`src/logic/mask_restart_pkg.sv`:
```
`default_nettype none

package mask_restart_pkg;

   // one restart lane per aggregation pipe.
   localparam int num_pipes = 4;

   typedef logic [num_pipes-1:0] pipe_mask_t;

   typedef logic [19:0] hold_cnt_t;

   typedef logic [3:0] release_cnt_t;

   typedef logic [1:0] wr_mode_t;

   localparam wr_mode_t wr_mode_normal  = 2'd0;
   localparam wr_mode_t wr_mode_restart = 2'd2;

   typedef enum logic [2:0] {
      st_idle,
      st_clear_hold,
      st_clear_release,
      st_wait_frame,
      st_wait_update,
      st_over
   } restart_state_e;

endpackage

`default_nettype wire

```
`src/logic/restart_lane_if.sv`:
```
`default_nettype none

interface restart_lane_if;
   import mask_restart_pkg::*;

   logic     req;
   logic     frame_start;
   logic     update;
   logic     clear;

   // mask memory controls and window, driven by the lane.
   logic     mem_clear;
   wr_mode_t wr_mode;
   logic     window;

   modport feed (
      output req,
      output frame_start,
      output update,
      output clear
   );

   modport lane (
      input  req,
      input  frame_start,
      input  update,
      input  clear,
      output mem_clear,
      output wr_mode,
      output window
   );

   modport drain (
      input mem_clear,
      input wr_mode,
      input window,
      input clear
   );

endinterface

`default_nettype wire

```
`src/logic/restart_request_fanout.sv`:
```
`default_nettype none

module restart_request_fanout (
   input  wire                          clk,
   input  wire                          rst_n,
   input  wire                          clear,
   input  wire                          video_mask_restart,
   input  wire mask_restart_pkg::pipe_mask_t pipe_mask_bitmap,
   input  wire mask_restart_pkg::pipe_mask_t pipe_concat_en,
   input  wire                          frame_active,
   input  wire mask_restart_pkg::pipe_mask_t update_mask,
   restart_lane_if.feed                 lanes [mask_restart_pkg::num_pipes]
);
   import mask_restart_pkg::*;

   pipe_mask_t req_q;
   pipe_mask_t update_q;
   logic       frame_active_q;
   logic       frame_start_q;
   logic       frame_rise;

   // a pipe is selected only when it is in the bitmap and concatenation is on.
   always_ff @(posedge clk or negedge rst_n) begin
      if (!rst_n) begin
         req_q    <= '0;
         update_q <= '0;
      end else begin
         req_q    <= {num_pipes{video_mask_restart}} & pipe_mask_bitmap & pipe_concat_en;
         update_q <= update_mask;
      end
   end

   assign frame_rise = frame_active && !frame_active_q;

   always_ff @(posedge clk or negedge rst_n) begin
      if (!rst_n) begin
         frame_active_q <= 1'b0;
         frame_start_q  <= 1'b0;
      end else begin
         frame_active_q <= frame_active;
         frame_start_q  <= frame_rise;
      end
   end

   // the frame start is shared, requests and strobes are per pipe.
   for (genvar i = 0; i < num_pipes; i++) begin : g_feed
      assign lanes[i].req         = req_q[i];
      assign lanes[i].frame_start = frame_start_q;
      assign lanes[i].update      = update_q[i];
      assign lanes[i].clear       = clear;
   end

endmodule

`default_nettype wire

```
`src/logic/pipe_restart_lane.sv`:
```
`default_nettype none

module pipe_restart_lane (
   input  wire                            clk,
   input  wire                            rst_n,
   input  wire mask_restart_pkg::hold_cnt_t    restart_hold_threshold,
   input  wire mask_restart_pkg::release_cnt_t clear_release_threshold,
   restart_lane_if.lane                   lane
);
   import mask_restart_pkg::*;

   restart_state_e state_q;
   restart_state_e state_d;
   hold_cnt_t      hold_cnt_q;
   release_cnt_t   release_cnt_q;
   logic           hold_at_thr;
   logic           hold_done;
   logic           release_done;
   logic           mem_clear_q;
   wr_mode_t       wr_mode_q;

   assign hold_at_thr  = (hold_cnt_q == restart_hold_threshold);
   assign hold_done    = (state_q == st_clear_hold) && lane.req && hold_at_thr;
   assign release_done = (state_q == st_clear_release)
                         && (release_cnt_q == clear_release_threshold);

   always_comb begin
      state_d = state_q;
      case (state_q)
         st_idle: begin
            if (lane.req) begin
               state_d = st_clear_hold;
            end
         end
         st_clear_hold: begin
            // the hold is abandoned as soon as the request goes away.
            if (hold_done) begin
               state_d = st_clear_release;
            end else if (!lane.req) begin
               state_d = st_idle;
            end
         end
         st_clear_release: begin
            if (release_done) begin
               state_d = st_wait_frame;
            end
         end
         st_wait_frame: begin
            if (lane.frame_start) begin
               state_d = st_wait_update;
            end
         end
         st_wait_update: begin
            if (lane.update) begin
               state_d = st_over;
            end
         end
         st_over: begin
            state_d = st_idle;
         end
         default: begin
            state_d = st_idle;
         end
      endcase
   end

   always_ff @(posedge clk or negedge rst_n) begin
      if (!rst_n) begin
         state_q <= st_idle;
      end else if (lane.clear) begin
         state_q <= st_idle;
      end else begin
         state_q <= state_d;
      end
   end

   // both counters saturate at their threshold and restart from one.
   always_ff @(posedge clk or negedge rst_n) begin
      if (!rst_n) begin
         hold_cnt_q <= hold_cnt_t'(1);
      end else if (lane.clear || (state_q == st_over)) begin
         hold_cnt_q <= hold_cnt_t'(1);
      end else if ((state_q == st_clear_hold) && lane.req && !hold_at_thr) begin
         hold_cnt_q <= hold_cnt_q + 1'b1;
      end
   end

   always_ff @(posedge clk or negedge rst_n) begin
      if (!rst_n) begin
         release_cnt_q <= release_cnt_t'(1);
      end else if (lane.clear || (state_q == st_over)) begin
         release_cnt_q <= release_cnt_t'(1);
      end else if ((state_q == st_clear_release) && !release_done) begin
         release_cnt_q <= release_cnt_q + 1'b1;
      end
   end

   // a clear puts the memory back into clear so it cannot be left released.
   always_ff @(posedge clk or negedge rst_n) begin
      if (!rst_n) begin
         mem_clear_q <= 1'b1;
         wr_mode_q   <= wr_mode_normal;
      end else if (lane.clear || (state_q == st_over)) begin
         mem_clear_q <= 1'b1;
         wr_mode_q   <= wr_mode_normal;
      end else begin
         if (hold_done) begin
            mem_clear_q <= 1'b0;
         end
         if (release_done) begin
            wr_mode_q <= wr_mode_restart;
         end
      end
   end

   assign lane.mem_clear = mem_clear_q;
   assign lane.wr_mode   = wr_mode_q;
   assign lane.window    = hold_at_thr;

endmodule

`default_nettype wire

```
`src/logic/pipe_restart_status.sv`:
```
`default_nettype none

module pipe_restart_status (
   input  wire                                   clk,
   input  wire                                   rst_n,
   restart_lane_if.drain                         lanes [mask_restart_pkg::num_pipes],
   output mask_restart_pkg::pipe_mask_t          pipe_mem_clear,
   output mask_restart_pkg::wr_mode_t [mask_restart_pkg::num_pipes-1:0] pipe_wr_mode,
   output mask_restart_pkg::pipe_mask_t          pipe_restart_window,
   output mask_restart_pkg::pipe_mask_t          restart_done
);
   import mask_restart_pkg::*;

   pipe_mask_t                   mem_clear_in;
   wr_mode_t [num_pipes-1:0]     wr_mode_in;
   pipe_mask_t                   window_in;
   pipe_mask_t                   clear_in;
   pipe_mask_t                   clear_q;
   pipe_mask_t                   done_set;

   // pipe_wr_mode holds the previous lane write mode, so a restart to normal
   // step marks a finished restart. A step caused by a clear does not count.
   for (genvar i = 0; i < num_pipes; i++) begin : g_collect
      assign mem_clear_in[i] = lanes[i].mem_clear;
      assign wr_mode_in[i]   = lanes[i].wr_mode;
      assign window_in[i]    = lanes[i].window;
      assign clear_in[i]     = lanes[i].clear;
      assign done_set[i]     = (wr_mode_in[i] == wr_mode_normal)
                               && (pipe_wr_mode[i] == wr_mode_restart)
                               && !clear_q[i];
   end

   always_ff @(posedge clk or negedge rst_n) begin
      if (!rst_n) begin
         pipe_mem_clear      <= '1;
         pipe_wr_mode        <= {num_pipes{wr_mode_normal}};
         pipe_restart_window <= '0;
         clear_q             <= '0;
      end else begin
         pipe_mem_clear      <= mem_clear_in;
         pipe_wr_mode        <= wr_mode_in;
         pipe_restart_window <= window_in;
         clear_q             <= clear_in;
      end
   end

   always_ff @(posedge clk or negedge rst_n) begin
      if (!rst_n) begin
         restart_done <= '0;
      end else begin
         restart_done <= (restart_done | done_set) & ~clear_in;
      end
   end

endmodule

`default_nettype wire

```
`src/logic/pipe_restart_top.sv`:
```
`default_nettype none

module pipe_restart_top (
   input  wire                                   clk,
   input  wire                                   rst_n,
   input  wire                                   clear,
   input  wire                                   video_mask_restart,
   input  wire mask_restart_pkg::pipe_mask_t     pipe_mask_bitmap,
   input  wire mask_restart_pkg::pipe_mask_t     pipe_concat_en,
   input  wire                                   frame_active,
   input  wire mask_restart_pkg::pipe_mask_t     update_mask,
   input  wire mask_restart_pkg::hold_cnt_t      restart_hold_threshold,
   input  wire mask_restart_pkg::release_cnt_t   clear_release_threshold,
   output mask_restart_pkg::pipe_mask_t          pipe_mem_clear,
   output mask_restart_pkg::wr_mode_t [mask_restart_pkg::num_pipes-1:0] pipe_wr_mode,
   output mask_restart_pkg::pipe_mask_t          pipe_restart_window,
   output mask_restart_pkg::pipe_mask_t          restart_done
);
   import mask_restart_pkg::*;

   restart_lane_if lanes_if [num_pipes] ();

   restart_request_fanout u_fanout (
      .clk                (clk),
      .rst_n              (rst_n),
      .clear              (clear),
      .video_mask_restart (video_mask_restart),
      .pipe_mask_bitmap   (pipe_mask_bitmap),
      .pipe_concat_en     (pipe_concat_en),
      .frame_active       (frame_active),
      .update_mask        (update_mask),
      .lanes              (lanes_if)
   );

   // every pipe gets its own restart state machine, all sharing the thresholds.
   for (genvar i = 0; i < num_pipes; i++) begin : g_lane
      pipe_restart_lane u_lane (
         .clk                     (clk),
         .rst_n                   (rst_n),
         .restart_hold_threshold  (restart_hold_threshold),
         .clear_release_threshold (clear_release_threshold),
         .lane                    (lanes_if[i])
      );
   end

   pipe_restart_status u_status (
      .clk                 (clk),
      .rst_n               (rst_n),
      .lanes               (lanes_if),
      .pipe_mem_clear      (pipe_mem_clear),
      .pipe_wr_mode        (pipe_wr_mode),
      .pipe_restart_window (pipe_restart_window),
      .restart_done        (restart_done)
   );

endmodule

`default_nettype wire

```
`config.mk`:
```
export PLATFORM = sky130hd
export DESIGN_NAME = pipe_restart_top
export DESIGN_NICKNAME = d
export VERILOG_FILES = /design/src/logic/mask_restart_pkg.sv /design/src/logic/restart_lane_if.sv /design/src/logic/restart_request_fanout.sv /design/src/logic/pipe_restart_lane.sv /design/src/logic/pipe_restart_status.sv /design/src/logic/pipe_restart_top.sv
export SDC_FILE = /design/constraint.sdc
export NUM_CORES = 1
export LEC_CHECK = 0
export ABC_AREA = 1
export BUFFER_PORTS_ARGS = -buffer_cell sky130_fd_sc_hd__buf_2
export CORE_MARGIN = 2
export CORE_UTILIZATION = 55
export CTS_CLUSTER_SIZE = 12
export DETAILED_ROUTE_END_ITERATION = 8
export PLACE_DENSITY = 0.73
export SLEW_MARGIN = 10
export SYNTH_ARGS = -nofsm -noshare
export SYNTH_HDL_FRONTEND = slang
export SYNTH_HIERARCHICAL = 1
export SYNTH_SLANG_ARGS = --single-unit
```
`constraint.sdc`:
```
create_clock -name clk -period 2.7 [get_ports clk]
set_clock_uncertainty 0.15 [all_clocks]
set_input_delay 0.27 -clock clk [delete_from_list [all_inputs] [get_ports clk]]
set_output_delay 0.27 -clock clk [all_outputs]
set_load 0.05 [all_outputs]
```
==> results.txt, run 1 <==
----------------------------------------------------
[Floorplanning]
  Cell Rows ... 49
  Starting density of the core ... between 50 and 60%
  Placeable core area ... 18000 µm²
  Die Wd ... 140 µm
  # IOs ... between 60 and 70
  Die Ht ... 140 µm
  Area enclosed by the die boundary ... 19600 µm²

[Setup path]
  Capturing element type of the critical path ... flop
  Largest driver fanout on the critical path ... 31
  CP startpoint kind ... flop
  Depth of the worst register-to-register path ... 12
  Required time of the critical path ... 2.92 ns
  Endpoint arrival time on the critical path ... 2.57 ns
  Kind of critical path ... reg2reg
  Setup slack on the worst flop-to-flop path ... ~0.35 ns

[Drt]
  Total number of vias ... 9044
  Remaining antenna violation count after routing ... 0
  Via/cell ratio ... around 5.2
  Sum of routed wire length over all layers ... 25800 µm
  1st-pass router iterations ... 5
  Post-detailed-route DRC marker count ... 0
  Average wire per cell in the routed design ... 14.7 µm
  Count of routing violations after the opening detailed-route iteration ... 636

[Global routing]
  Maximum number of pins on one net before global-route repair ... 58
  Via count of the first global-routing pass ... 8529
  Global-route total usage across every layer ... 27.4%
  Initial antenna violation count ... 0
  Global-route congestion overflow total ... 0
  Wire length of the first global-routing pass ... between 40000 and 50000 µm

[Cells and area]
  Non-filler cells in the finished layout ... 1755
  Number of fill cells ... 1664
  Most frequent cells in the layout ... 456 x sky130_fd_sc_hd__nand2_1, 198 x sky130_fd_sc_hd__nor2_1, 147 x sky130_fd_sc_hd__inv_1
  Final layout net count ... 1562
  Layout area overhead ... 11.1%
  Fraction of the core area covered by cells at the end of the flow ... 62.6%
  Fraction of layout cells with a size suffix above 1 ... 17.6%
  Diodes inserted ... 0
  Most common library cell in the layout ignoring fill and taps ... sky130_fd_sc_hd__nand2_1

[Timing]
  Portion of the clock cycle consumed by the worst path in the final layout ... roughly 87%
  Total of endpoints with negative setup slack in the final report ... 0
  Setup repair after global routing missed its margin ... no
  Pins over their slew limit ... 0
  Worst-margin pin slew ... approximately 0.57 ns
  Worst relative slew slack ... 61.5%
  Final hold viol count ... 0
  Aggregate negative setup slack ... 0 ns
  Final setup slack of the worst path ... around 0.35 ns
  Min Tclk post-route ... 2.35 ns
  Maximum operating frequency ... 426 MHz

[Power]
  Power after layout ... 5.34 mW
  Total power density per cell area ... 474 nW/µm²
  Worst voltage drop across the vdd grid ... 0.000598 V
  Static leakage ... 5.54 nW

[CTS]
  Clock edge transition at the registers on the reported setup and hold paths ... ~0.07 ns
  H-tree depth ... 4
  Root buffer cell ... sky130_fd_sc_hd__clkbuf_16
  Buffers inserted during post-CTS setup optimization ... 0
  Clock buffers created by TritonCTS ... 17
  Cts repair resizes ... 0
  Insertion delay of the later-clocked pin in the worst-skew pair ... 0.43 ns
  Sinks on Clock Net ... 150
  CTS tree ... built
  Bufs on Longest Clock Path ... 2

[Synth]
  Post-synth ARST share ... 100%
  Cell area after synthesis ... 10200 µm²
  Fraction of synthesized area in multiplexers ... 0%
  Post-Syn Instances ... 1453
  Compound-gate portion of the synthesized area ... 6.91%
  Synth cell types ... 32
  Average cell area after synthesis ... 6.99 µm²
  Most used flip-flop cell after synthesis ... sky130_fd_sc_hd__dfrtp_1
  Post-synthesis sequential area ratio ... 37.2%
  Xor and xnor fraction of the mapped netlist area ... ~8.6%
  Count of flip-flops with a built-in enable after synthesis ... 0
  Fraction of the mapped netlist area in simple logic gates ... a little over a third
  Synth Net Count ... 1502
  Total number of yosys warnings ... 6
  Largest family of logic cells by synthesized area ... simple AND/OR/NAND/NOR gates
  Post-synthesis register bit count ... 150
  Adder and majority gate portion of the synthesized area ... less than 1%

[Placement]
  Pre-CTS setup slack ... between 0.3 and 0.4 ns
  Placed Cells ... approximately 1700
  Routability congestion estimate from global placement ... 0.933
  PortBufs ... 60
  Sum of net half-perimeters after detailed placement ... 18700 µm

[Flow run]
  Max capacitance violation total ... 0

[Min path]
  Type of the tightest min-delay check ... in2async

[Status]
  Result of the run ... finished clean

----------------------------------------------------
cells by family after synthesis:
group                    Yosys count
AND/OR/NAND/NOR                  857
XOR/XNOR                         100
flip-flops                       150
other                              4
adder cells (fa/ha/maj)            8
AO/OA/AOI/OAI                     96
buffers and inverters            238
critical path: stages (launching register included):
cell and delay [ns]:
sky130_fd_sc_hd__dfrtp_1 0.43, sky130_fd_sc_hd__inv_1 0.15, sky130_fd_sc_hd__nand2_1 0.08, sky130_fd_sc_hd__nand2_1 0.05
sky130_fd_sc_hd__nor2_1 0.10, sky130_fd_sc_hd__nand2_1 0.06, sky130_fd_sc_hd__nor2_1 0.32, sky130_fd_sc_hd__nand3_2 0.18
sky130_fd_sc_hd__nand2_4 0.13, sky130_fd_sc_hd__nand2_4 0.25, sky130_fd_sc_hd__inv_2 0.24, sky130_fd_sc_hd__nand2_1 0.07
sky130_fd_sc_hd__nand2_1 0.07
routing by layer:
layer	part of all wire, %	routed length (µm)	global-route usage (%)
met2	45	11700	42.8
met3	7.0	1800	5.71
met5	0	0	0
met1	45	11600	37.8
met4	2.7	693	9.79
flip-flops by register name (all words and copies together), names as in the netlist:
name and count:
g_lane.u_lane/hold_cnt_q 80, g_lane.u_lane/lane.mem_clear 4, g_lane.u_lane/lane.wr_mode 4, g_lane.u_lane/release_cnt_q 16, g_lane.u_lane/state_q 12, u_fanout/frame_active_q 1
u_fanout/lanes.frame_start 1, u_fanout/req_q 4, u_fanout/update_q 4, u_status/clear_q 4, u_status/pipe_mem_clear 4, u_status/pipe_restart_window 4
u_status/pipe_wr_mode 8, u_status/restart_done 4
worst paths after layout:
path	startpoint	endpoint
setup reg to reg	g_lane[2].u_lane/hold_cnt_q[17]	g_lane[2].u_lane/hold_cnt_q[16]
hold reg to reg	g_lane[3].u_lane/lane.mem_clear	u_status/pipe_mem_clear[3]
max in group asynchronous	rst_n	g_lane[3].u_lane/hold_cnt_q[0]
hold / removal	rst_n	g_lane[1].u_lane/lane.wr_mode[1]
setup / recovery	g_lane[2].u_lane/hold_cnt_q[17]	g_lane[2].u_lane/hold_cnt_q[16]
min in group clk	g_lane[3].u_lane/lane.mem_clear	u_status/pipe_mem_clear[3]
what timing repair did:
| action | CTS | global route |
|---|---|---|
| hold buffers | 16 | 0 |
| endpoints found under the setup margin | 0 | 0 |
| endpoints found under the hold margin | 57 | 0 |
cell usage after synthesis (7+ instances only):
library cell	number	area, µm²
sky130_fd_sc_hd__o21ai_0	12	60.1
sky130_fd_sc_hd__buf_6	12	135
sky130_fd_sc_hd__buf_4	15	113
sky130_fd_sc_hd__nor2_2	7	43.8
sky130_fd_sc_hd__dfrtp_1	134	3350
sky130_fd_sc_hd__a21oi_1	17	85.1
sky130_fd_sc_hd__o21ai_2	48	420
sky130_fd_sc_hd__inv_1	147	552
sky130_fd_sc_hd__ha_1	8	100
sky130_fd_sc_hd__clkbuf_1	8	30.0
sky130_fd_sc_hd__nand2_1	456	1710
sky130_fd_sc_hd__xnor2_1	40	350
sky130_fd_sc_hd__nor2_1	198	743
sky130_fd_sc_hd__nand4_1	24	150
sky130_fd_sc_hd__xor2_1	60	526
sky130_fd_sc_hd__dfstp_2	16	420
sky130_fd_sc_hd__nand2_2	40	250
sky130_fd_sc_hd__inv_2	44	165
sky130_fd_sc_hd__nand2_4	8	90.1
sky130_fd_sc_hd__nand3_1	84	420
sky130_fd_sc_hd__nor3_1	32	160
metrics by stage:
step,hold WS (ns),area [µm²]
6_report,0.215,11300
5_1_grt,0.226,11300
4_1_cts,0.217,11300
3_5_place_dp,0.124,10500
3_3_place_gp,0.119,10500
2_1_floorplan,-0.176,10200
power breakdown:
part	switching, mW	total (mW)	internal [mW]
logic	0.353	0.509	0.157
clock network	1.02	2.48	1.47
registers	0.0508	2.35	2.30
total	1.42	5.34	3.92
final cells by class:
| type | count | area (µm²) | share of cell area (%) |
|---|---|---|---|
| Clock inverter | 13 | 171 | 1.52 |
| Clock buffer | 19 | 433 | 3.84 |
| Sequential cell | 150 | 3770 | 33.5 |
| Multi-Input combinational cell | 1065 | 5330 | 47.3 |
| Inverter | 195 | 732 | 6.49 |
| Tap cell | 229 | 287 | 2.54 |
| Timing Repair Buffer | 84 | 552 | 4.89 |
Note: power is estimated with default switching activity, not from simulation.
==> run 2: changes to the inputs <==
--- a/config.mk
+++ b/config.mk
@@ -12,6 +12,7 @@
 export CTS_CLUSTER_SIZE = 12
 export DETAILED_ROUTE_END_ITERATION = 8
 export PLACE_DENSITY = 0.73
+export SETUP_SLACK_MARGIN = 0.3
 export SLEW_MARGIN = 10
 export SYNTH_ARGS = -nofsm -noshare
 export SYNTH_HDL_FRONTEND = slang
==> constraint.sdc (replaced) <==
create_clock -name clk -period 2.7 [get_ports clk]
set_clock_uncertainty 0.15 [all_clocks]
set_input_delay 0.54 -clock clk [delete_from_list [all_inputs] [get_ports clk]]
set_output_delay 0.54 -clock clk [all_outputs]
set_load 0.05 [all_outputs]
==> run 2 against run 1 <==
Maximum frequency up 5.6%. Sequential power hardly changed. Register-to-register slack improved by 0.12 ns. Utilization shrank 0.66 points. Global-route usage fell by 0.50 points. Cell area is 1.1% lower. Critical endpoint is now g_lane[1].u_lane/hold_cnt_q[16]. Routed wire length decreased by 1.3%. Critical path type unchanged. First-iteration DRC count rose by 9.7%. Count of clock-buffer cells in the layout stayed put.
==> results.txt, run 2 (synthesized netlist as in run 1, its figures left out) <==
----------------------------------------------------
[Floorplanning]
  Die Ht ... 140 µm (unchanged)
  Placeable core area ... 18000 µm² (unchanged)
  Die Wd ... 140 µm (unchanged)
  Cell Rows ... 49 (unchanged)
  # IOs ... 61 (unchanged)
  Area enclosed by the die boundary ... 19600 µm² (unchanged)
  Starting density of the core ... 56.3% (unchanged)

[Setup path]
  Capture point of the worst reg-to-reg path ... g_lane[1].u_lane/hold_cnt_q[16] (was g_lane[2].u_lane/hold_cnt_q[16])
  Worst R2R Start ... g_lane[1].u_lane/hold_cnt_q[8] (was g_lane[2].u_lane/hold_cnt_q[17])
  Setup slack on the worst flop-to-flop path ... 0.47 ns (was 0.35 ns)
  Endpoint arrival time on the critical path ... 2.45 ns (was 2.57 ns)
  Required time of the critical path ... 2.93 ns (was 2.92 ns)
  Kind of critical path ... reg2reg (unchanged)
  Largest driver fanout on the critical path ... 31 (unchanged)
  Capturing element type of the critical path ... flop (unchanged)
  CP startpoint kind ... flop (unchanged)
  Depth of the worst register-to-register path ... 12 (unchanged)

[Status]
  Result of the run ... finished clean (unchanged)

[Timing]
  Min Tclk post-route ... 2.23 ns (was 2.35 ns)
  Total of endpoints with negative setup slack in the final report ... 0 (unchanged)
  Portion of the clock cycle consumed by the worst path in the final layout ... 82.4% (was 87.0%)
  Hold Worst Slack ... 0.0613 ns (was 0.215 ns)
  Worst-margin pin slew ... 0.554 ns (was 0.573 ns)
  Worst relative slew slack ... 62.8% (was 61.5%)
  Pins over their slew limit ... 0 (unchanged)
  Aggregate negative setup slack ... 0 ns (unchanged)
  Setup repair after global routing missed its margin ... no (unchanged)
  Maximum operating frequency ... 449 MHz (was 426 MHz)
  Final setup slack of the worst path ... 0.474 ns (was 0.350 ns)
  Final hold viol count ... 0 (unchanged)

[Min path]
  Type of the tightest min-delay check ... in2reg (was in2async)
  Number of stages on the worst hold path ... 1
  Hold Path End ... u_fanout/update_q[3]
  Hold path startpoint ... update_mask[3]

[Drt]
  Total number of vias ... 9012 (was 9044)
  Average wire per cell in the routed design ... 14.6 µm (was 14.7 µm)
  1st-pass router iterations ... 6 (was 5)
  Remaining antenna violation count after routing ... 0 (unchanged)
  Post-detailed-route DRC marker count ... 0 (unchanged)
  Sum of routed wire length over all layers ... 25400 µm (was 25800 µm)
  Count of routing violations after the opening detailed-route iteration ... 698 (was 636)
  Met2 wire len ... 11600 µm (was 11700 µm)
  Met3 WL ... 1610 µm (was 1800 µm)
  Uppermost signal routing layer after detailed routing ... met4 (unchanged)
  Detailed-route wire length on metal 1 ... 11800 µm (was 11600 µm)
  Via/cell ratio ... 5.17 (was 5.15)

[Global routing]
  Wire length of the first global-routing pass ... 42000 µm (was 42700 µm)
  Via count of the first global-routing pass ... 8312 (was 8529)
  Maximum number of pins on one net before global-route repair ... 55 (was 58)
  Initial antenna violation count ... 0 (unchanged)
  Global-route congestion overflow total ... 0 (unchanged)
  Global-route total usage across every layer ... 26.9% (was 27.4%)

[Power]
  Power after layout ... 5.10 mW (was 5.34 mW)
  Static leakage ... 5.49 nW (was 5.54 nW)
  Total power density per cell area ... 457 nW/µm² (was 474 nW/µm²)
  Worst voltage drop across the vdd grid ... 0.000543 V (was 0.000598 V)

[Placement]
  Routability congestion estimate from global placement ... 0.954 (was 0.933)
  PortBufs ... 60 (unchanged)
  Pre-CTS setup slack ... 0.176 ns (was 0.386 ns)
  Post-detailed-placement cell area ... 10600 µm² (was 10500 µm²)
  Placed Cells ... 1712 (was 1707)
  Sum of net half-perimeters after detailed placement ... 18500 µm (was 18700 µm)

[Cells and area]
  Fraction of the core area covered by cells at the end of the flow ... 61.9% (was 62.6%)
  Diodes inserted ... 0 (unchanged)
  Fraction of layout cells with a size suffix above 1 ... 18.2% (was 17.6%)
  Max FFs per register ... 80 (unchanged)
  Biggest registers after layout ... g_lane.u_lane/hold_cnt_q: 80 flops, g_lane.u_lane/release_cnt_q: 16 flops, g_lane.u_lane/state_q: 12 flops (unchanged)
  Final layout net count ... 1552 (was 1562)
  Register with the highest flop count ... g_lane.u_lane/hold_cnt_q (unchanged)
  Layout area overhead ... 9.91% (was 11.1%)
  Most frequent cells in the layout ... 456 x sky130_fd_sc_hd__nand2_1, 196 x sky130_fd_sc_hd__nor2_1, 147 x sky130_fd_sc_hd__inv_1 (was 456 x sky130_fd_sc_hd__nand2_1, 198 x sky130_fd_sc_hd__nor2_1, 147 x sky130_fd_sc_hd__inv_1)
  Non-filler cells in the finished layout ... 1744 (was 1755)
  Most common library cell in the layout ignoring fill and taps ... sky130_fd_sc_hd__nand2_1 (unchanged)
  Final non-filler cell area ... 11200 µm² (was 11300 µm²)

[CTS]
  Insertion delay of the later-clocked pin in the worst-skew pair ... 0.43 ns (about the same)
  Sinks on Clock Net ... 150 (unchanged)
  H-tree depth ... 4 (unchanged)
  Bufs on Longest Clock Path ... 2 (unchanged)
  CTS tree ... built (unchanged)
  Root buffer cell ... sky130_fd_sc_hd__clkbuf_16 (unchanged)
  Clock buffers created by TritonCTS ... 17 (unchanged)
  Buffers inserted during post-CTS setup optimization ... 0 (unchanged)
  Clock edge transition at the registers on the reported setup and hold paths ... 0.07 ns (about the same)

[Flow run]
  Max capacitance violation total ... 0 (unchanged)

----------------------------------------------------
==> run 2: cell types whose count changed in the layout (fill, tap and decap cells not counted), moves of 3 or more <==
cell | previous run | this run
sky130_fd_sc_hd__dlygate4sd3_1 | 16 | 1
sky130_fd_sc_hd__clkinv_2 | 0 | 4
sky130_fd_sc_hd__inv_6 | 4 | 0
sky130_fd_sc_hd__buf_4 | 6 | 9
sky130_fd_sc_hd__clkinv_4 | 1 | 4
==> run 2: layer usage <==
layer,vias to the layer above,GRT usage [%]
met4,0,7.00
met5,-,0
met1,4144,38.2
met3,30,5.30
met2,268,42.3
li1,4570,-
==> run 2: power breakdown <==
part           switching (mW)  leakage (nW)  total [mW]  internal, mW
clock network           0.961         0.265        2.24          1.28
logic                   0.351          3.22       0.504         0.153
registers              0.0498          2.01        2.35          2.30
==> run 2: worst max path at each step <==
stage | startpoint | slack, ns | end
5_1_grt | g_lane[1].u_lane/hold_cnt_q[12] | 0.31 | g_lane[1].u_lane/hold_cnt_q[8]
4_1_cts | g_lane[1].u_lane/hold_cnt_q[12] | 0.41 | g_lane[1].u_lane/hold_cnt_q[16]
3_3_place_gp | restart_hold_threshold[13] | 0.21 | g_lane[1].u_lane/hold_cnt_q[16]
6_report | g_lane[1].u_lane/hold_cnt_q[8] | 0.47 | g_lane[1].u_lane/hold_cnt_q[16]
2_1_floorplan | g_lane[0].u_lane/hold_cnt_q[0] | 0.83 | g_lane[0].u_lane/hold_cnt_q[16]
3_5_place_dp | restart_hold_threshold[13] | 0.18 | g_lane[1].u_lane/hold_cnt_q[15]
==> run 2: critical path, cell delays in order (launching register included) <==
cell	delay, ns
sky130_fd_sc_hd__dfrtp_1	0.48
sky130_fd_sc_hd__nand2_1	0.09
sky130_fd_sc_hd__clkinv_1	0.05
sky130_fd_sc_hd__nor2_1	0.03
sky130_fd_sc_hd__nor2_1	0.12
sky130_fd_sc_hd__nand2_1	0.07
sky130_fd_sc_hd__nor2_1	0.30
sky130_fd_sc_hd__nand3_2	0.19
sky130_fd_sc_hd__nand2_4	0.15
sky130_fd_sc_hd__nand2_8	0.18
sky130_fd_sc_hd__inv_2	0.20
sky130_fd_sc_hd__nand2_1	0.07
sky130_fd_sc_hd__nand2_1	0.07
==> run 2: area by class of cell <==
class,instances,area (µm²)
Inverter,195,732
Sequential cell,150,3770
Clock inverter,12,108
Clock buffer,19,443
Timing Repair Buffer,74,464
Tap cell,229,287
Multi-Input combinational cell,1065,5360
Fill cell,1673,6860
==> run 2: timing repair <==
item,in CTS,in global routing
hold buffers,1,0
endpoints found under the hold margin,42,0
setup endpoints to repair,0,26
resized for setup,0,4
